[src/design/mem_stage_defs.svh]
// memory stage shared widths
`ifndef MEM_STAGE_DEFS_SVH
`define MEM_STAGE_DEFS_SVH

// ********************************************************************
// datapath
// ********************************************************************

`define XLEN            64    // register and data width
`define RAM_ADDR_BITS   8     // word index bits, 256 words of 8 bytes

// ********************************************************************
// instruction fields
// ********************************************************************

`define RD_LSB          7     // rd at [11:7]
`define RS2_LSB         20    // rs2 at [24:20]
`define FUNCT3_LSB      12    // funct3 at [14:12]
`define OPCODE_BITS     7     // opcode at [6:0]

// register specifiers are always 5 bits wide in the base ISA
// funct7 sits at [31:25] and is decoded directly

`endif

[src/design/mem_stage_pkg.sv]
// memory stage types and opcodes
`include "mem_stage_defs.svh"

package mem_stage_pkg;

    // ********************************************************************
    // access size, encoded as funct3[1:0] of loads and stores
    // ********************************************************************
    typedef enum logic [1:0] {
        SIZE_B = 2'd0,  // byte
        SIZE_H = 2'd1,  // half
        SIZE_W = 2'd2,  // word
        SIZE_D = 2'd3   // double
    } mem_size_t;

    // ********************************************************************
    // register write-back source
    // ********************************************************************
    typedef enum logic [1:0] {
        WB_NONE = 2'd0, // no rd write (store, branch, unknown)
        WB_ALU  = 2'd1, // alu result from execute
        WB_LINK = 2'd2, // pc + 4 for jal / jalr
        WB_LOAD = 2'd3  // extended load data
    } wb_src_t;

    // ********************************************************************
    // rv64 major opcodes
    // ********************************************************************
    localparam logic [`OPCODE_BITS-1:0] OP_LOAD   = 7'b0000011;
    localparam logic [`OPCODE_BITS-1:0] OP_STORE  = 7'b0100011;
    localparam logic [`OPCODE_BITS-1:0] OP_IMM    = 7'b0010011;
    localparam logic [`OPCODE_BITS-1:0] OP_IMM_32 = 7'b0011011;  // addiw etc
    localparam logic [`OPCODE_BITS-1:0] OP        = 7'b0110011;
    localparam logic [`OPCODE_BITS-1:0] OP_32     = 7'b0111011;  // addw etc
    localparam logic [`OPCODE_BITS-1:0] LUI       = 7'b0110111;
    localparam logic [`OPCODE_BITS-1:0] AUIPC     = 7'b0010111;
    localparam logic [`OPCODE_BITS-1:0] JAL       = 7'b1101111;
    localparam logic [`OPCODE_BITS-1:0] JALR      = 7'b1100111;

    // branches, fences and system ops fall through to WB_NONE

endpackage

[src/design/store_align.sv]
// store lane and mask builder
`timescale 1ns/1ps
`include "mem_stage_defs.svh"

module store_align (
    input  logic [2:0]               addr_low,  // byte offset in the word
    input  mem_stage_pkg::mem_size_t size,
    input  logic [`XLEN-1:0]         data,      // rs2 value, low bytes used
    output logic [`XLEN-1:0]         lane_data,
    output logic [7:0]               mask
);

    logic [7:0]       base_mask;    // mask before the lane shift
    logic [`XLEN-1:0] sized;        // data with bytes outside the access cleared

    always_comb begin
        case (size)
            mem_stage_pkg::SIZE_B: base_mask = 8'h01;
            mem_stage_pkg::SIZE_H: base_mask = 8'h03;
            mem_stage_pkg::SIZE_W: base_mask = 8'h0f;
            default:               base_mask = 8'hff;   // double
        endcase
    end

    // ********************************************************************
    // clear unused bytes, then move into the addressed lane
    // ********************************************************************
    always_comb begin
        for (int i = 0; i < 8; i++) begin
            sized[8*i +: 8] = base_mask[i] ? data[8*i +: 8] : 8'h00;
        end
    end

    // aligned accesses never shift bytes past bit 63
    assign mask      = base_mask << addr_low;
    assign lane_data = sized << {addr_low, 3'b000};

endmodule

[config.mk]
export PLATFORM = sky130hd
export DESIGN_NAME = store_align
export DESIGN_NICKNAME = d
export VERILOG_FILES = /design/src/design/mem_stage_pkg.sv /design/src/design/store_align.sv
export VERILOG_INCLUDE_DIRS = /design/src /design/src/design
export SDC_FILE = /design/constraint.sdc
export NUM_CORES = 1
export LEC_CHECK = 0
export ABC_AREA = 1
export CAP_MARGIN = 40
export CORE_MARGIN = 2
export CORE_UTILIZATION = 40
export DETAILED_ROUTE_END_ITERATION = 10
export DONT_BUFFER_PORTS = 1
export PLACE_DENSITY = 0.62
export RECOVER_POWER = 25
export SETUP_SLACK_MARGIN = 0.05
export SYNTH_ARGS = -nofsm -noshare
export SYNTH_HDL_FRONTEND = slang
export SYNTH_SLANG_ARGS = --single-unit
[constraint.sdc]
create_clock -name vclk -period 1.4
set_input_delay 0.28 -clock vclk [all_inputs]
set_output_delay 0.28 -clock vclk [all_outputs]
set_load 0.03 [all_outputs]
==> flow_summary.ini <==
[timing]
timing.final.crit_share_pct = 101
setup_violations = 1
max_slew_margin_pct = 75.5
worst_slack_ns = -0.0185
rsz0062_at_grt = yes
fmax_ghz = 0.705
hold-worst-slack_ns = 0.605
finalHoldViolations = 0
drv_slew = 0
fin_crit_ns = 1.42
fin_setup_tns_ns = -0.0185
tightest_slew_ns = 0.367

[finish]
final_nets = 588
stdcell_area_um2 = 3480
final_cell_mix = nand2_1, nand3_1, nand2_2, nor2_4, nand2_4
seq_cells = 0
final_common_cell = nand2_1
stdcell_count = 589
n_clock_buffer = 0
fillers = 539
syn2layout_area_growth_pct = 55.5
diodes = 0
drive_above_1_share_pct = 36.0
seqCellArea_um2 = 0

[critical_path]
critical-path-max-stage-delay_ns = 0.25
worstSetupPathDepth = 5
cpLargestDelayFamily = simple AND/OR/NAND/NOR gates
critical_path_class = input pin to output pin
cp_slowest_cell = o211ai_1
cp.required_ns = 1.12
crit_fanout = 50
path_buf_inv = 2
crit_end = lane_data[27]
worstSetupStartpoint = addr_low[0]
worstSetupEndpointType = output pin
cp-start-kind = input pin
path_cells = inv_16 > clkbuf_16 > o211ai_1 > nand2_1 > nor2_4
critPathArrivalTime_ns = 1.14

[outcome]
status = complete, but fails checks
violations = negative setup slack

[grt]
antenna_found_initial = 0
grt_usage_pct = 32.0
overflow = 0
first_global_vias = 3316
grt_max_degree = 51
grt_pass1_wl_um = 16300

[power]
finalPower_mw = 1.33
p_comb_share_pct = 100.0
power_switching_mw = 0.893
p_int_mw = 0.440
leakagePower_nw = 1.60
clkPwrFrac_pct = 0
p_sw_share_pct = 67.0
p_seq_share_pct = 0
peakVddDrop_v = 0.000228
p_per_area_nw_per_um2 = 384

[floorplan]
die_area_um2 = 6200
core_area_um2 = 5440
dieHeight_um = 78.8
ioPinCount = 141
start_util_pct = 41.1
fp.dieW_um = 78.8
num_rows = 27

[synth]
avgSynthCellArea_um2 = 4.28
yosysUniqueCellTypes = 16
postSynthCellCount = 522
ys_seq_area_share_pct = 0
syn_area_um2 = 2240
yosysWarnings = 0
synth_nets = 591

[drt]
wl_per_cell_um = 17.7
antenna_left = 0
dr.pass1.iters = 5
drc = 0
via_per_inst = 6.04
drtIter0Drc = 380
wirelength_um = 10400
vias = 3560

[cts]
hold_buffers = 0

[flow_run]
cap_violations = 0

[place]
placed_area_um2 = 3010
dp_hpwl_um = 7360
post-place-cells = 579
gp_congestion = 0.920
portBuffers = 0

[min_path]
hold_path.class = input pin to output pin
[synthesized netlist by cell type]
library cell  count  area share (%)
a21oi_1          11             2.5
buf_1             8             1.3
buf_2            22             4.9
buf_6             1            0.50
clkbuf_1         10             1.7
inv_1            19             3.2
inv_2             6             1.0
nand2_1         261              44
nand3_1          82              18
nand4_1           8             2.2
nor2_1           48             8.1
nor2_2            3            0.84
o211ai_1         17             5.7
o21ai_0          10             2.2
o21ai_1          15             3.4
o22ai_1           1            0.28
[worst min-delay path by stage]
stage | startpoint | endpoint | slack, ns | cells after the start
4_1_cts | addr_low[2] | lane_data[29] | 0.61 | 1
3_5_place_dp | addr_low[2] | lane_data[29] | 0.61 | 1
2_1_floorplan | data[0] | lane_data[0] | 0.69 | 2
6_report | addr_low[2] | lane_data[29] | 0.61 | 1
5_1_grt | addr_low[2] | lane_data[29] | 0.60 | 1
3_3_place_gp | addr_low[2] | lane_data[29] | 0.61 | 1
[logic make-up after synthesis]
family,count (synthesis),synth area share [%]
buffers and inverters,66,12.6
AOI/OAI and AO/OA,54,14.0
and+or+nand+nor,402,73.3
[cell type report]
| type | count | area, µm² | share of cell area (%) |
|---|---|---|---|
| inverters | 25 | 135 | 3.89 |
| well taps | 72 | 90.1 | 2.59 |
| multi-input cells | 457 | 2780 | 80.0 |
| repair buffers | 35 | 470 | 13.5 |
[timing repair]
action                     4_1_cts  5_1_grt
pin swaps                       18       44
gates resized for setup         26       63
hold endpoints to repair         0        0
setup buffers                    2        2
setup endpoints to repair       43       47
gates cloned                     3        3
[per-layer routing]
layer | share of wire, % | track usage [%] | wire length (µm) | up-vias
met5 | 0 | 0 | 0 | -
met4 | 3.2 | 9.82 | 329 | 0
met3 | 8.4 | 4.20 | 880 | 24
met2 | 51 | 58.9 | 5280 | 197
met1 | 38 | 38.3 | 3960 | 1647
li1 | - | - | - | 1692
[power groups by stage]
stage / clock network [mW] / registers, mW / logic, mW
floorplan: 0 / 0 / 1.10
global placement: 0 / 0 / 1.17
detailed placement: 0 / 0 / 1.18
CTS: 0 / 0 / 1.23
global route: 0 / 0 / 1.43
finish: 0 / 0 / 1.33
[per-stage QoR]
step,util (%),worst slack (ns)
global route,63.9,-0.0603
floorplan,-,-0.0649
detailed placement,55.4,-0.0734
global placement,55.4,-0.0317
finish,63.9,-0.0185
CTS,58.4,0.0440
(Power assumes the default switching activity.)
