File: src/design/mem_stage_defs.svh
// memory stage shared widths
`ifndef MEM_STAGE_DEFS_SVH
`define MEM_STAGE_DEFS_SVH

// ********************************************************************
// datapath
// ********************************************************************

`define XLEN            64    // register and data width
`define RAM_ADDR_BITS   8     // word index bits, 256 words of 8 bytes

// ********************************************************************
// instruction fields
// ********************************************************************

`define RD_LSB          7     // rd at [11:7]
`define RS2_LSB         20    // rs2 at [24:20]
`define FUNCT3_LSB      12    // funct3 at [14:12]
`define OPCODE_BITS     7     // opcode at [6:0]

// register specifiers are always 5 bits wide in the base ISA
// funct7 sits at [31:25] and is decoded directly

`endif

File: src/design/mem_stage_pkg.sv
// memory stage types and opcodes
`include "mem_stage_defs.svh"

package mem_stage_pkg;

    // ********************************************************************
    // access size, encoded as funct3[1:0] of loads and stores
    // ********************************************************************
    typedef enum logic [1:0] {
        SIZE_B = 2'd0,  // byte
        SIZE_H = 2'd1,  // half
        SIZE_W = 2'd2,  // word
        SIZE_D = 2'd3   // double
    } mem_size_t;

    // ********************************************************************
    // register write-back source
    // ********************************************************************
    typedef enum logic [1:0] {
        WB_NONE = 2'd0, // no rd write (store, branch, unknown)
        WB_ALU  = 2'd1, // alu result from execute
        WB_LINK = 2'd2, // pc + 4 for jal / jalr
        WB_LOAD = 2'd3  // extended load data
    } wb_src_t;

    // ********************************************************************
    // rv64 major opcodes
    // ********************************************************************
    localparam logic [`OPCODE_BITS-1:0] OP_LOAD   = 7'b0000011;
    localparam logic [`OPCODE_BITS-1:0] OP_STORE  = 7'b0100011;
    localparam logic [`OPCODE_BITS-1:0] OP_IMM    = 7'b0010011;
    localparam logic [`OPCODE_BITS-1:0] OP_IMM_32 = 7'b0011011;  // addiw etc
    localparam logic [`OPCODE_BITS-1:0] OP        = 7'b0110011;
    localparam logic [`OPCODE_BITS-1:0] OP_32     = 7'b0111011;  // addw etc
    localparam logic [`OPCODE_BITS-1:0] LUI       = 7'b0110111;
    localparam logic [`OPCODE_BITS-1:0] AUIPC     = 7'b0010111;
    localparam logic [`OPCODE_BITS-1:0] JAL       = 7'b1101111;
    localparam logic [`OPCODE_BITS-1:0] JALR      = 7'b1100111;

    // branches, fences and system ops fall through to WB_NONE

endpackage

File: src/design/load_align.sv
// load lane select and extend
`timescale 1ns/1ps
`include "mem_stage_defs.svh"

module load_align (
    input  logic [2:0]               addr_low,      // byte offset in the word
    input  mem_stage_pkg::mem_size_t size,
    input  logic                     is_unsigned,   // zero-extend when set
    input  logic [`XLEN-1:0]         word,          // raw ram word
    output logic [`XLEN-1:0]         data
);

    logic [`XLEN-1:0] shifted;  // addressed byte moved down to bit 0
    logic             sign;     // top bit of the access, 0 for unsigned

    assign shifted = word >> {addr_low, 3'b000};

    always_comb begin
        case (size)
            mem_stage_pkg::SIZE_B: sign = shifted[7];
            mem_stage_pkg::SIZE_H: sign = shifted[15];
            default:               sign = shifted[31];
        endcase
        if (is_unsigned) begin
            sign = 1'b0;
        end
    end

    // ********************************************************************
    // extension per size
    // ********************************************************************
    always_comb begin
        case (size)
            mem_stage_pkg::SIZE_B: data = {{(`XLEN-8){sign}}, shifted[7:0]};
            mem_stage_pkg::SIZE_H: data = {{(`XLEN-16){sign}}, shifted[15:0]};
            mem_stage_pkg::SIZE_W: data = {{(`XLEN-32){sign}}, shifted[31:0]};
            default:               data = shifted;      // ld passes through
        endcase
    end

endmodule

File: config.mk
export PLATFORM = sky130hd
export DESIGN_NAME = load_align
export DESIGN_NICKNAME = d
export VERILOG_FILES = /design/src/design/mem_stage_pkg.sv /design/src/design/load_align.sv
export VERILOG_INCLUDE_DIRS = /design/src /design/src/design
export SDC_FILE = /design/constraint.sdc
export NUM_CORES = 1
export LEC_CHECK = 0
export BUFFER_PORTS_ARGS = -buffer_cell sky130_fd_sc_hd__buf_2
export CAP_MARGIN = 15
export CORE_ASPECT_RATIO = 0.9
export CORE_MARGIN = 4
export CORE_UTILIZATION = 43
export DETAILED_ROUTE_END_ITERATION = 7
export GPL_ROUTABILITY_DRIVEN = 0
export PLACE_DENSITY = 0.89
export SLEW_MARGIN = 20
export SYNTH_ARGS = -nofsm -noshare
export SYNTH_HDL_FRONTEND = slang
export SYNTH_SLANG_ARGS = --single-unit
File: constraint.sdc
create_clock -name vclk -period 1.38
set_input_delay 0 -clock vclk [all_inputs]
set_output_delay 0 -clock vclk [all_outputs]
set_load 0.02 [all_outputs]
==> results.sh <==
export IMPL_num_clock_buffers=0
export IMPL_synth_top_area_share_pct=17.9
export IMPL_io_buffers=134
export IMPL_cp_max_fo=5
export IMPL_drt_wl_total_um=11500
export IMPL_fin_ws_ns=-0.371
export IMPL_drt_initial_drc_count=348
export IMPL_hold_path_class="in -> out"
export IMPL_ys_seq_area_share_pct=0
export IMPL_final_seq_area_sq_um=0
export IMPL_routedWlPerCell_um=20.1
export IMPL_grt_pass1_vias=3527
export IMPL_critPathLaunchType="input port"
export IMPL_pwr_share_comb_pct=100.0
export IMPL_core_sq_um=5320
export IMPL_routed_via_density=6.31
export IMPL_drive_gt1_share_pct=58.1
export IMPL_path_class="in -> out"
export IMPL_maxSlewViolCount=0
export IMPL_drc=0
export IMPL_max_freq_mhz=571
export IMPL_post_place_ws_ns=-0.456
export IMPL_crit_start="word[63]"
export IMPL_power_frac_clock_pct=0
export IMPL_worstPathArrival_ns=1.75
export IMPL_cp_required_ns=1.38
export IMPL_outcome="complete, but fails checks"
export IMPL_grt_first_pass_wirelength_um=17100
export IMPL_rsz0062_at_grt="yes"
export IMPL_rows=25
export IMPL_p_int_w=0.000951
export IMPL_max_slew_margin_pct=69.3
export IMPL_synth_warnings=0
export IMPL_die_area_sq_um=6810
export IMPL_synth_cells=336
export IMPL_die_w_um=86.6
export IMPL_setup_tns_ns=-16.06
export IMPL_dp_hpwl_um=8040
export IMPL_synth_area_leader_cell="mux4_2"
export IMPL_layout_worst_path_cycle_share_pct=127
export IMPL_die_h_um=78.7
export IMPL_final_min_clock_period_ns=1.75
export IMPL_antenna_found_initial=0
export IMPL_yosysMostFrequentCell="nand2_1"
export IMPL_avgSynthCellArea_sq_um=7.11
export IMPL_leakagePower_nw=1.98
export IMPL_syn_nets=406
export IMPL_ioPinCount=134
export IMPL_netSwitchingPower_w=0.00111
export IMPL_synth_area_leaders="mux4_2, mux2i_1, nand2_1"
export IMPL_hold_viol=0
export IMPL_vdd_drop_max_mv=0.332
export IMPL_yosysUniqueCellTypes=39
export IMPL_firstDrtPassIters=7
export IMPL_nets=580
export IMPL_drv_cap=0
export IMPL_finish_utilization_pct=78.4
export IMPL_drtAntennaViolNets=0
export IMPL_hold_path_cell_count=4
export IMPL_synth_cell_area_sq_um=2390
export IMPL_end_kind="primary output"
export IMPL_hold_ws_ns=0.372
export IMPL_grtUsageTotal_pct=30.5
export IMPL_failed_checks="setup timing"
export IMPL_via_count=3627
export IMPL_synthTopCellsByCount="nand2_1, a21oi_1, mux2i_1, nor2_1, mux4_2"
export IMPL_area_delta_synth_final_pct=74.5
export IMPL_sw_frac_of_total_pct=53.8
export IMPL_pwr_share_seq_pct=0
export IMPL_hp_start="word[61]"
export IMPL_holdPathEnd="data[61]"
export IMPL_max_slew_worst_pin_slew_ns=0.448
export IMPL_initial_core_util_pct=44.9
export IMPL_power_density_nw_per_um2=494
export IMPL_antenna_cells=0
export IMPL_finalSetupViolations=56
export IMPL_grt_ovfl_total=0
export IMPL_ctsHoldBuffers=0
export IMPL_grt_start_max_net_pins=32
export IMPL_total_power_w=0.00206
export IMPL_n_sequential_cell=0
==> cells in the final DEF, fill, tap and decap left out, types with 4 or more instances in the layout <==
cell type / netlist / routed
buf_2: 14 / 94
buf_4: 4 / 69
nand2_1: 76 / 61
mux2i_1: 36 / 36
buf_6: 6 / 35
a21oi_1: 42 / 30
nor2_1: 27 / 25
mux4_2: 19 / 19
nand2_4: 0 / 13
a21oi_2: 1 / 12
o21ai_0: 14 / 12
a211oi_1: 13 / 12
mux2_2: 13 / 8
nor2b_1: 6 / 6
o31ai_4: 1 / 6
mux2_4: 0 / 5
a2bb2oi_1: 5 / 5
buf_12: 0 / 5
nand2b_1: 4 / 4
o22ai_1: 7 / 4
==> critical path, cell delays in order <==
cell and delay, ns:
buf_2 0.13, mux4_2 0.52, a2bb2oi_4 0.24, a21oi_4 0.09, a32oi_4 0.21, buf_6 0.17
buf_12 0.14, o31ai_2 0.07, buf_4 0.17
==> layer usage <==
metal | track usage [%] | up-vias | part of all wire [%]
li1 | - | 1596 | -
met1 | 39.2 | 1687 | 37
met2 | 52.1 | 296 | 49
met3 | 4.77 | 48 | 11
met4 | 9.81 | 0 | 3.2
met5 | 0 | - | 0
==> logic make-up after synthesis <==
kind of cell    after synthesis  synth area share (%)
compound gates              103                  29.5
buf+inv                      39                  9.38
mux                          68                  39.1
simple gates                126                  22.0
==> metrics by stage <==
step                instance area, sq um  cells
detailed placement                  3570    565
CTS                                 3890    572
floorplan                           2530    336
finish                              4170    575
global route                        4170    575
global placement                    3570    565
==> final cells by class <==
| cell class | count | area [sq um] |
|---|---|---|
| inverter | 5 | 18.8 |
| multi-input combinational | 297 | 2520 |
| tap | 67 | 83.8 |
| fill | 359 | 1150 |
| timing repair buffer | 206 | 1550 |
==> repair_timing <==
| action | 4_1_cts | 5_1_grt |
|---|---|---|
| cloned | 1 | 1 |
| endpoints found under the setup margin | 61 | 61 |
| buffers inserted | 6 | 2 |
| pin swaps | 5 | 5 |
| resized for setup | 74 | 56 |
==> worst max path at each step <==
| stage | cells after the start | end |
|---|---|---|
| finish | 9 | data[48] |
| global route | 9 | data[48] |
| CTS | 9 | data[53] |
| detailed placement | 8 | data[53] |
| global placement | 8 | data[30] |
| floorplan | 7 | data[50] |
==> power groups by stage <==
stage,clock network [W],registers [W],logic (W)
CTS,0,0,0.00185
detailed placement,0,0,0.00166
floorplan,0,0,0.00106
global route,0,0,0.00217
global placement,0,0,0.00163
finish,0,0,0.00206
No activity file was read; power rests on OpenSTA's default activity.
