## src/design/mem_stage_defs.svh

```systemverilog
// memory stage shared widths
`ifndef MEM_STAGE_DEFS_SVH
`define MEM_STAGE_DEFS_SVH

// ********************************************************************
// datapath
// ********************************************************************

`define XLEN            64    // register and data width
`define RAM_ADDR_BITS   8     // word index bits, 256 words of 8 bytes

// ********************************************************************
// instruction fields
// ********************************************************************

`define RD_LSB          7     // rd at [11:7]
`define RS2_LSB         20    // rs2 at [24:20]
`define FUNCT3_LSB      12    // funct3 at [14:12]
`define OPCODE_BITS     7     // opcode at [6:0]

// register specifiers are always 5 bits wide in the base ISA
// funct7 sits at [31:25] and is decoded directly

`endif

```

## src/design/mem_stage_pkg.sv

```systemverilog
// memory stage types and opcodes
`include "mem_stage_defs.svh"

package mem_stage_pkg;

    // ********************************************************************
    // access size, encoded as funct3[1:0] of loads and stores
    // ********************************************************************
    typedef enum logic [1:0] {
        SIZE_B = 2'd0,  // byte
        SIZE_H = 2'd1,  // half
        SIZE_W = 2'd2,  // word
        SIZE_D = 2'd3   // double
    } mem_size_t;

    // ********************************************************************
    // register write-back source
    // ********************************************************************
    typedef enum logic [1:0] {
        WB_NONE = 2'd0, // no rd write (store, branch, unknown)
        WB_ALU  = 2'd1, // alu result from execute
        WB_LINK = 2'd2, // pc + 4 for jal / jalr
        WB_LOAD = 2'd3  // extended load data
    } wb_src_t;

    // ********************************************************************
    // rv64 major opcodes
    // ********************************************************************
    localparam logic [`OPCODE_BITS-1:0] OP_LOAD   = 7'b0000011;
    localparam logic [`OPCODE_BITS-1:0] OP_STORE  = 7'b0100011;
    localparam logic [`OPCODE_BITS-1:0] OP_IMM    = 7'b0010011;
    localparam logic [`OPCODE_BITS-1:0] OP_IMM_32 = 7'b0011011;  // addiw etc
    localparam logic [`OPCODE_BITS-1:0] OP        = 7'b0110011;
    localparam logic [`OPCODE_BITS-1:0] OP_32     = 7'b0111011;  // addw etc
    localparam logic [`OPCODE_BITS-1:0] LUI       = 7'b0110111;
    localparam logic [`OPCODE_BITS-1:0] AUIPC     = 7'b0010111;
    localparam logic [`OPCODE_BITS-1:0] JAL       = 7'b1101111;
    localparam logic [`OPCODE_BITS-1:0] JALR      = 7'b1100111;

    // branches, fences and system ops fall through to WB_NONE

endpackage

```

## src/design/mem_decode.sv

```systemverilog
// instruction class decoder
`timescale 1ns/1ps
`include "mem_stage_defs.svh"

module mem_decode (
    input  logic [31:0]              inst,
    output logic                     is_load,
    output logic                     is_store,
    output logic                     writes_rd,
    output mem_stage_pkg::mem_size_t size,
    output logic                     is_unsigned,
    output mem_stage_pkg::wb_src_t   wb_src
);

    logic [`OPCODE_BITS-1:0] opcode;
    logic [2:0]              funct3;
    logic [6:0]              funct7;
    logic                    alu_op;    // legal rd-producing alu / mul op

    assign opcode = inst[`OPCODE_BITS-1:0];
    assign funct3 = inst[`FUNCT3_LSB +: 3];
    assign funct7 = inst[31:25];

    // ********************************************************************
    // alu, m-extension and upper-immediate sets
    // ********************************************************************
    always_comb begin
        alu_op = 1'b0;
        case (opcode)
            mem_stage_pkg::OP_IMM: begin
                case (funct3)
                    3'b001:  alu_op = (funct7[6:1] == 6'b000000);   // slli, 6-bit shamt
                    3'b101:  alu_op = (funct7[6:1] == 6'b000000) ||
                                      (funct7[6:1] == 6'b010000);   // srli / srai
                    default: alu_op = 1'b1;                         // addi .. andi
                endcase
            end
            mem_stage_pkg::OP_IMM_32: begin
                case (funct3)
                    3'b000:  alu_op = 1'b1;                         // addiw
                    3'b001:  alu_op = (funct7 == 7'b0000000);       // slliw
                    3'b101:  alu_op = (funct7 == 7'b0000000) ||
                                      (funct7 == 7'b0100000);       // srliw / sraiw
                    default: alu_op = 1'b0;
                endcase
            end
            mem_stage_pkg::OP: begin
                case (funct7)
                    7'b0000000: alu_op = 1'b1;                      // add .. and
                    7'b0100000: alu_op = (funct3 == 3'b000) ||
                                         (funct3 == 3'b101);        // sub, sra
                    7'b0000001: alu_op = 1'b1;                      // full mul/div set
                    default:    alu_op = 1'b0;
                endcase
            end
            mem_stage_pkg::OP_32: begin
                case (funct7)
                    7'b0000000: alu_op = (funct3 == 3'b000) || (funct3 == 3'b001) ||
                                         (funct3 == 3'b101);        // addw sllw srlw
                    7'b0100000: alu_op = (funct3 == 3'b000) ||
                                         (funct3 == 3'b101);        // subw sraw
                    7'b0000001: alu_op = (funct3 == 3'b000) ||
                                         (funct3[2] == 1'b1);       // mulw, divw..remuw
                    default:    alu_op = 1'b0;
                endcase
            end
            mem_stage_pkg::LUI,
            mem_stage_pkg::AUIPC: alu_op = 1'b1;
            default:              alu_op = 1'b0;
        endcase
    end

    // ********************************************************************
    // final classification
    // ********************************************************************
    always_comb begin
        is_load     = 1'b0;
        is_store    = 1'b0;
        writes_rd   = 1'b0;
        size        = mem_stage_pkg::SIZE_B;
        is_unsigned = 1'b0;
        wb_src      = mem_stage_pkg::WB_NONE;
        if (opcode == mem_stage_pkg::OP_LOAD && funct3 != 3'b111) begin
            is_load     = 1'b1;
            writes_rd   = 1'b1;
            size        = mem_stage_pkg::mem_size_t'(funct3[1:0]);
            is_unsigned = funct3[2];                // lbu lhu lwu
            wb_src      = mem_stage_pkg::WB_LOAD;
        end else if (opcode == mem_stage_pkg::OP_STORE && !funct3[2]) begin
            is_store = 1'b1;                        // sb sh sw sd
            size     = mem_stage_pkg::mem_size_t'(funct3[1:0]);
        end else if (opcode == mem_stage_pkg::JAL ||
                     (opcode == mem_stage_pkg::JALR && funct3 == 3'b000)) begin
            writes_rd = 1'b1;
            wb_src    = mem_stage_pkg::WB_LINK;     // link register gets pc+4
        end else if (alu_op) begin
            writes_rd = 1'b1;
            wb_src    = mem_stage_pkg::WB_ALU;
        end
    end

endmodule

```

## config.mk

```make
export PLATFORM = sky130hd
export DESIGN_NAME = mem_decode
export DESIGN_NICKNAME = d
export VERILOG_FILES = /design/src/design/mem_stage_pkg.sv /design/src/design/mem_decode.sv
export VERILOG_INCLUDE_DIRS = /design/src /design/src/design
export SDC_FILE = /design/constraint.sdc
export NUM_CORES = 1
export LEC_CHECK = 0
export ABC_AREA = 1
export BUFFER_PORTS_ARGS = -buffer_cell sky130_fd_sc_hd__buf_2
export CORE_AREA = 2 2 39 41
export DETAILED_ROUTE_END_ITERATION = 12
export DIE_AREA = 0 0 41 43
export PLACE_DENSITY = 0.71
export SLEW_MARGIN = 20
export SYNTH_ARGS = -nofsm -noshare
export SYNTH_HDL_FRONTEND = slang
export SYNTH_SLANG_ARGS = --single-unit
```

## constraint.sdc

```tcl
create_clock -name vclk -period 1
set_clock_uncertainty 0.05 [all_clocks]
set_input_delay 0.1 -clock vclk [all_inputs]
set_output_delay 0.1 -clock vclk [all_outputs]
set_load 0.02 [all_outputs]
```

==> qor.csv, run 1 <==
metric,value,unit
outcome,"complete, but fails checks",
violations,setup timing,
finalCritPeriodShare,123,%
core_area,0.00138,sq mm
max_freq,815,MHz
power_density,278,mW/mm^2
grt_pass1_vias,600,
p_leak,0.000476,uW
critPathArrivalTime,1.08,ns
dp_hpwl,1.11,mm
fin_cells,136,
drt_iter0_drc,9,
endpoint,size[1],
grt_pass1_wl,2.44,mm
timing.final.ws_setup,-0.227,ns
rsz0062_at_grt,true,
n_sequential_cell,0,
wire_per_inst,12.1,microns
fin_crit,1.23,ns
synth_area,382,sq um
cp-startpoint,inst[6],
post-route-drc-count,0,
yosys_warnings,0,
cp_num_cells,7,
cp_slowest_stage_delay,0.29,ns
cts_hold_buf,0,
synth_top_cell_area_share,18.7,%
dieWidth,41,microns
slew_headroom,82.8,%
die_area,0.00176,sq mm
seq_area,0,sq um
irDropWorstVdd,125,uV
cp-end-kind,output pin,
io_buffer_count,25,
final_area,0.00103,sq mm
drive_gt1_share,75.0,%
gr-total-overflow,0,
synthTopCellsByCount,"nand2_1, nor2_1, inv_1",
postSynthAreaPerCell,4.71,sq um
path_cells,"buf_2, inv_2, nand3_2, nor3_4, inv_4, a21oi_4, buf_6",
placed_area,681,sq um
grt_max_degree,8,
fp.dieH,43,microns
drtAntennaViolNets,0,
crit_buf_inv,4,
tightest_slew,0.257,ns
std_cell_rows,14,
hold_viol,0,
synthesis.nets,113,
cp_slowest_cell,nor3_4,
vias_per_cell,4.82,
start_kind,input port,
finalWirelength,1.64,mm
post-synth-top-count-cell,nand2_1,
netlist_top_cells_area,"nand2_1, nor2_1, nand3_1",
initial_core_util,27.6,%
power.total,287,uW
yosys.cell_types.count,18,
required,0.85,ns
yosys.area.top_type,nand2_1,
final_nets,154,
vias,656,
areaGrowthSynthToFinish,170,%
finalSetupViolCount,8,
dp_cells,132,
firstDrtPassIters,4,
min_path_type,in2out,
cp_max_fo,4,
postSynthCellCount,81,
n_antenna_cell,0,
ys_seq_area_share,0,%
gp_congestion,0.856,
slew_viol_final,0,
critPathTopFamily,buffers and inverters,
grt_use_total,19.3,%
clock_buffers,0,
cap_violations,0,
antenna_found_initial,0,
worst-setup-path-type,in2out,
io_pins,40,
==> how the worst min path moves through the flow <==
stage | startpoint | endpoint | slack [ns] | cells after the start
global placement | inst[4] | is_store | 0.54 | 5
detailed placement | inst[4] | is_store | 0.54 | 5
CTS | inst[4] | is_store | 0.57 | 5
finish | inst[13] | size[1] | 0.58 | 5
global route | inst[13] | size[1] | 0.59 | 5
floorplan | inst[13] | size[1] | 0.28 | 2
==> placed cells by master, fill, tap and decap left out, types with 3 or more instances in the layout <==
cell type	n
buf_4	16
buf_6	15
nand2_1	13
inv_2	10
nor2_4	9
nor2_1	6
nand2_2	5
nand3_2	4
nand3_4	4
nand3_1	4
buf_8	4
buf_2	4
inv_4	3
nand4_1	3
==> power by group <==
part           internal [uW]  switching, uW
Combinational            137            150
Clock                      0              0
Sequential                 0              0
Total                    137            150
==> kinds of logic after synthesis <==
family	Yosys count	share of synthesized area, %
and+or+nand+nor	57	72.1
AOI/OAI and AO/OA	7	10.8
buffers and inverters	17	17.0
==> area by class of cell <==
| cell class | count | area [sq um] |
|---|---|---|
| multi-input cells | 64 | 547 |
| well taps | 16 | 20.0 |
| repair buffers | 39 | 369 |
| inverters | 17 | 96.3 |
| fillers | 107 | 352 |
==> stage by stage <==
step | TNS, ns | util [%] | hold WS [ns] | setup WS, ns
after detailed placement | -1.54 | 49.2 | 0.544 | -0.288
after global placement | -1.35 | 49.2 | 0.540 | -0.279
after global routing | -1.71 | 74.6 | 0.594 | -0.261
after CTS | -0.956 | 64.6 | 0.567 | -0.175
after floorplan | -0.361 | - | 0.277 | -0.130
final | -1.39 | 74.6 | 0.579 | -0.227
==> metal layers <==
layer  wire [microns]  vias up  share of wire (%)  GRT usage, %
met5                0        -                  0             0
met4                0        0                  0             0
met3               77        0                4.7         0.524
met1              574      301                 35          21.0
li1                 -      334                  -             -
met2              988       21                 60          39.4
==> timing repair <==
item | in CTS | in global routing
pin swaps | 11 | 22
resized for setup | 57 | 35
buffers inserted | 3 | 2
endpoints found under the setup margin | 7 | 8
(Power assumes the default switching activity.)
==> run 2: changes to the inputs <==
==> constraint.sdc (replaced) <==
create_clock -name vclk -period 1.6
set_clock_uncertainty 0.05 [all_clocks]
set_input_delay 0.16 -clock vclk [all_inputs]
set_output_delay 0.16 -clock vclk [all_outputs]
set_load 0.02 [all_outputs]
==> run 2 against run 1 <==
Against the previous run:
- the run now ends clean
- total power decreased by 72%
- critical path depth is 4 higher
- final cell count is 10% lower
- die area is the same
- design area decreased by 49%
- global-route usage is 8.3 points lower
- utilization decreased by 37 points
- highest routed layer unchanged
==> qor.csv, run 2 (synthesized netlist as in run 1, its figures left out) <==
metric,value,unit
outcome,"finished, final reports clean",
p_leak,0.000339,uW
power_density,151,mW/mm^2
worst-setup-path-type,in2out,
initial_core_util,27.6,%
firstDrtPassIters,4,
irDropWorstVdd,57.0,uV
placed_area,527,sq um
cp_slowest_stage_delay,0.16,ns
multi_input_comb_area,317,sq um
vias_per_cell,4.52,
cp-startpoint,inst[27],
grt_most_used_layer,met1,
gr-total-overflow,0,
die_area,0.00176,sq mm
max_freq,730,MHz
dp_hpwl,834,microns
use_met2,16.9,%
final_nets,140,
finalCritPeriodShare,85.6,%
grt_max_degree,8,
cts_setup_buffers,0,
gr-usage-met1,17.7,%
endpoint,writes_rd,
tightest_slew,0.221,ns
areaGrowthSynthToFinish,38.0,%
start_kind,input port,
final_cell_mix,"buf_2, nand2_1, nor2_1, inv_1, nand3_1",
hold_viol,0,
cp_slowest_cell,buf_2,
post-route-drc-count,0,
min_path_type,in2out,
final_area,527,sq um
tns,0,ns
grt_pass1_vias,388,
hold_slack,0.651,ns
cts_hold_buf,0,
std_cell_rows,14,
timing.final.ws_setup,0.231,ns
path_cells,"buf_2, nor2_2, nand2_1, nor2_1, nand2_1, nand2_1, nand2_1, nand2_1, nor2_2, nand3_1, buf_2",
mostFrequentLayoutCell,buf_2,
required,1.39,ns
fp.dieH,43,microns
antenna_found_initial,0,
cap_violations,0,
n_sequential_cell,0,
core_area,0.00138,sq mm
met3_usage,0,%
drive_gt1_share,34.9,%
min-delay-start,inst[4],
critPathArrivalTime,1.16,ns
cts_resized,0,
finalSetupViolCount,0,
grt_use_total,11.0,%
grt_pass1_wl,1.48,mm
cp_num_cells,11,
rsz0062_at_grt,false,
crit_top_cell,nand2_1,
critPathTopFamily,simple AND/OR/NAND/NOR gates,
wire_per_inst,7.69,microns
fin_crit,1.37,ns
drt_iter0_drc,18,
drtAntennaViolNets,0,
cp-end-kind,output pin,
slew_headroom,85.2,%
clock_buffers,0,
cp_max_fo,4,
crit_buf_inv,2,
finalWirelength,938,microns
io_pins,40,
dp_slack,0.231,ns
n_antenna_cell,0,
slew_viol_final,0,
vias,551,
fillers,154,
seq_area,0,sq um
dieWidth,41,microns
gp_congestion,0.799,
io_buffer_count,25,
==> run 2: worst min-delay path by stage <==
stage,end,slack (ns),cells past startpoint
final,is_store,0.65,5
after floorplan,size[0],0.42,2
after detailed placement,is_store,0.65,5
after global placement,is_store,0.66,5
after CTS,is_store,0.65,5
after global routing,is_store,0.67,5
==> run 2: per-layer routing <==
metal | share of wire (%) | routed length, microns | vias up
met5 | 0 | 0 | -
met4 | 0 | 0 | 0
met3 | 8.6 | 81 | 0
met2 | 43 | 407 | 20
met1 | 48 | 449 | 223
li1 | - | - | 308
==> run 2: area by class of cell <==
| class | count | area share, % |
|---|---|---|
| inverter | 17 | 12.4 |
| multi-input combinational | 64 | 60.1 |
| tap | 16 | 3.80 |
| timing repair buffer | 25 | 23.8 |
==> run 2: power by group <==
part | total, uW | leakage [uW] | internal, uW | switching, uW
clock network | 0 | 0 | 0 | 0
registers | 0 | 0 | 0 | 0
logic | 79.6 | 0.000339 | 31.0 | 48.6
total | 79.6 | 0.000339 | 31.0 | 48.6
==> run 2: stage by stage <==
stage,instances,power (uW),utilization (%)
floorplan,81,45.3,-
global placement,122,78.5,38.1
detailed placement,122,79.6,38.1
CTS,122,80.0,38.1
global route,122,89.9,38.1
finish,122,79.6,38.1
==> run 2: tightest hold or removal path: stages <==
cell	delay, ns
buf_2	0.08
nor2_1	0.06
nand3_1	0.06
nor2_1	0.03
buf_2	0.14
==> run 3: changes to the inputs <==
--- a/config.mk
+++ b/config.mk
@@ -8,10 +8,12 @@
 export LEC_CHECK = 0
 export ABC_AREA = 1
 export BUFFER_PORTS_ARGS = -buffer_cell sky130_fd_sc_hd__buf_2
-export CORE_AREA = 2 2 39 41
+export CELL_PAD_IN_SITES_DETAIL_PLACEMENT = 0
+export CELL_PAD_IN_SITES_GLOBAL_PLACEMENT = 2
+export CORE_MARGIN = 1.5
+export CORE_UTILIZATION = 15
 export DETAILED_ROUTE_END_ITERATION = 12
-export DIE_AREA = 0 0 41 43
-export PLACE_DENSITY = 0.71
+export PLACE_DENSITY = 0.91
 export SLEW_MARGIN = 20
 export SYNTH_ARGS = -nofsm -noshare
 export SYNTH_HDL_FRONTEND = slang
==> run 3 against run 2 <==
Against the previous run:
- sequential share of layout area stayed put
- design area is 3.8% higher
- fmax is 2.9% lower
- setup slack worse by 0.041 ns
- highest routed layer unchanged
- sequential cell count stayed put
- combinational power is 2% higher
- total power is 2.4% higher
- die area is 62% higher
- hold slack better by 0.0080 ns
==> qor.csv, run 3 (synthesized netlist as in run 1, its figures left out) <==
metric,value,unit
outcome,"finished, final reports clean",
firstDrtPassIters,4,
gr-total-overflow,0,
intPower,31.1,uW
final_nets,140,
p_comb_share,100.0,%
irDropWorstVdd,53.4,uV
die_area,0.00286,sq mm
cts_hold_buf,0,
final_cell_mix,"buf_2, nand2_1, nor2_1, inv_1, nand3_1",
n_sequential_cell,0,
multi_input_comb_area,319,sq um
areaGrowthSynthToFinish,43.3,%
tns,0,ns
seq_area,0,sq um
grt_pass1_wl,1.75,mm
grt_pass1_vias,439,
cp_slowest_cell,o21ai_0,
vias,535,
start_kind,input port,
grt_use_total,7.69,%
power.total,81.5,uW
switchingPower,50.5,uW
antenna_found_initial,0,
fp.dieH,53.4,microns
io_buffer_count,25,
slew_headroom,84.4,%
cp_slowest_stage_delay,0.17,ns
std_cell_rows,18,
grt_max_degree,8,
required,1.39,ns
max_freq,709,MHz
mostFrequentLayoutCell,buf_2,
slew_viol_final,0,
swShare,61.9,%
core_area,0.00243,sq mm
vias_per_cell,3.93,
crit_buf_inv,2,
dieWidth,53.4,microns
drt_iter0_drc,10,
p_leak,0.000339,uW
finalWirelength,1.10,mm
cp_max_fo,4,
gp_congestion,0.727,
fillers,304,
rsz0062_at_grt,false,
power_frac_seq,0,%
pwr-share-clk,0,%
initial_core_util,15.7,%
finalCritPeriodShare,88.2,%
n_antenna_cell,0,
post-route-drc-count,0,
io_pins,40,
wire_per_inst,8.10,microns
drive_gt1_share,35.8,%
min_path_type,in2out,
cap_violations,0,
hold_slack,0.659,ns
fin_crit,1.41,ns
worst-setup-path-type,in2out,
critPathArrivalTime,1.20,ns
cp-end-kind,output pin,
hold_viol,0,
dp_hpwl,986,microns
clock_buffers,0,
drtAntennaViolNets,0,
critPathTopFamily,simple AND/OR/NAND/NOR gates,
final_util,22.5,%
finalSetupViolCount,0,
path_cells,"buf_2, nor2_2, nand2_1, o21ai_0, nand2_1, o21bai_1, nand3_1, buf_2",
tightest_slew,0.232,ns
power_density,149,mW/mm^2
-- run 3: cell count changes in the layout (fill, tap and decap cells not counted) --
cell	before	now
nor2_1	15	14
nor2_2	2	3
-- run 3: path summary, 6_finish.rpt --
path | startpoint | endpoint | cells after the start
hold / removal | inst[4] | is_store | 5
setup / recovery | inst[27] | wb_src[0] | 8
-- run 3: power by group through the flow --
stage	clock (uW)	sequential (uW)	combinational [uW]
2_1_floorplan	0	0	45.3
3_3_place_gp	0	0	80.6
3_5_place_dp	0	0	81.3
4_1_cts	0	0	81.7
5_1_grt	0	0	92.7
6_report	0	0	81.5
-- run 3: layer usage --
metal / routed length (microns) / vias up / global-route usage, %
li1: - / 308 / -
met1: 593 / 210 / 13.0
met2: 434 / 17 / 11.1
met3: 73 / 0 / 0
met4: 0 / 0 / 0
met5: 0 / - / 0
-- run 3: timing repair --
| item | CTS | global route |
|---|---|---|
| setup endpoints to repair | 0 | 1 |
| setup buffers | 0 | 0 |
| gates resized for setup | 0 | 1 |
-- run 3: final cells by class --
class	instances	area share [%]
inverters	17	11.9
well taps	30	6.86
multi-input cells	64	58.4
repair buffers	25	22.9
-- run 3: through the flow --
| step | instance area (sq um) | setup slack, ns | instances |
|---|---|---|---|
| floorplan | 382 | 0.155 | 81 |
| global placement | 544 | 0.210 | 136 |
| detailed placement | 544 | 0.185 | 136 |
| CTS | 544 | 0.182 | 136 |
| global route | 547 | 0.0359 | 136 |
| finish | 547 | 0.190 | 136 |
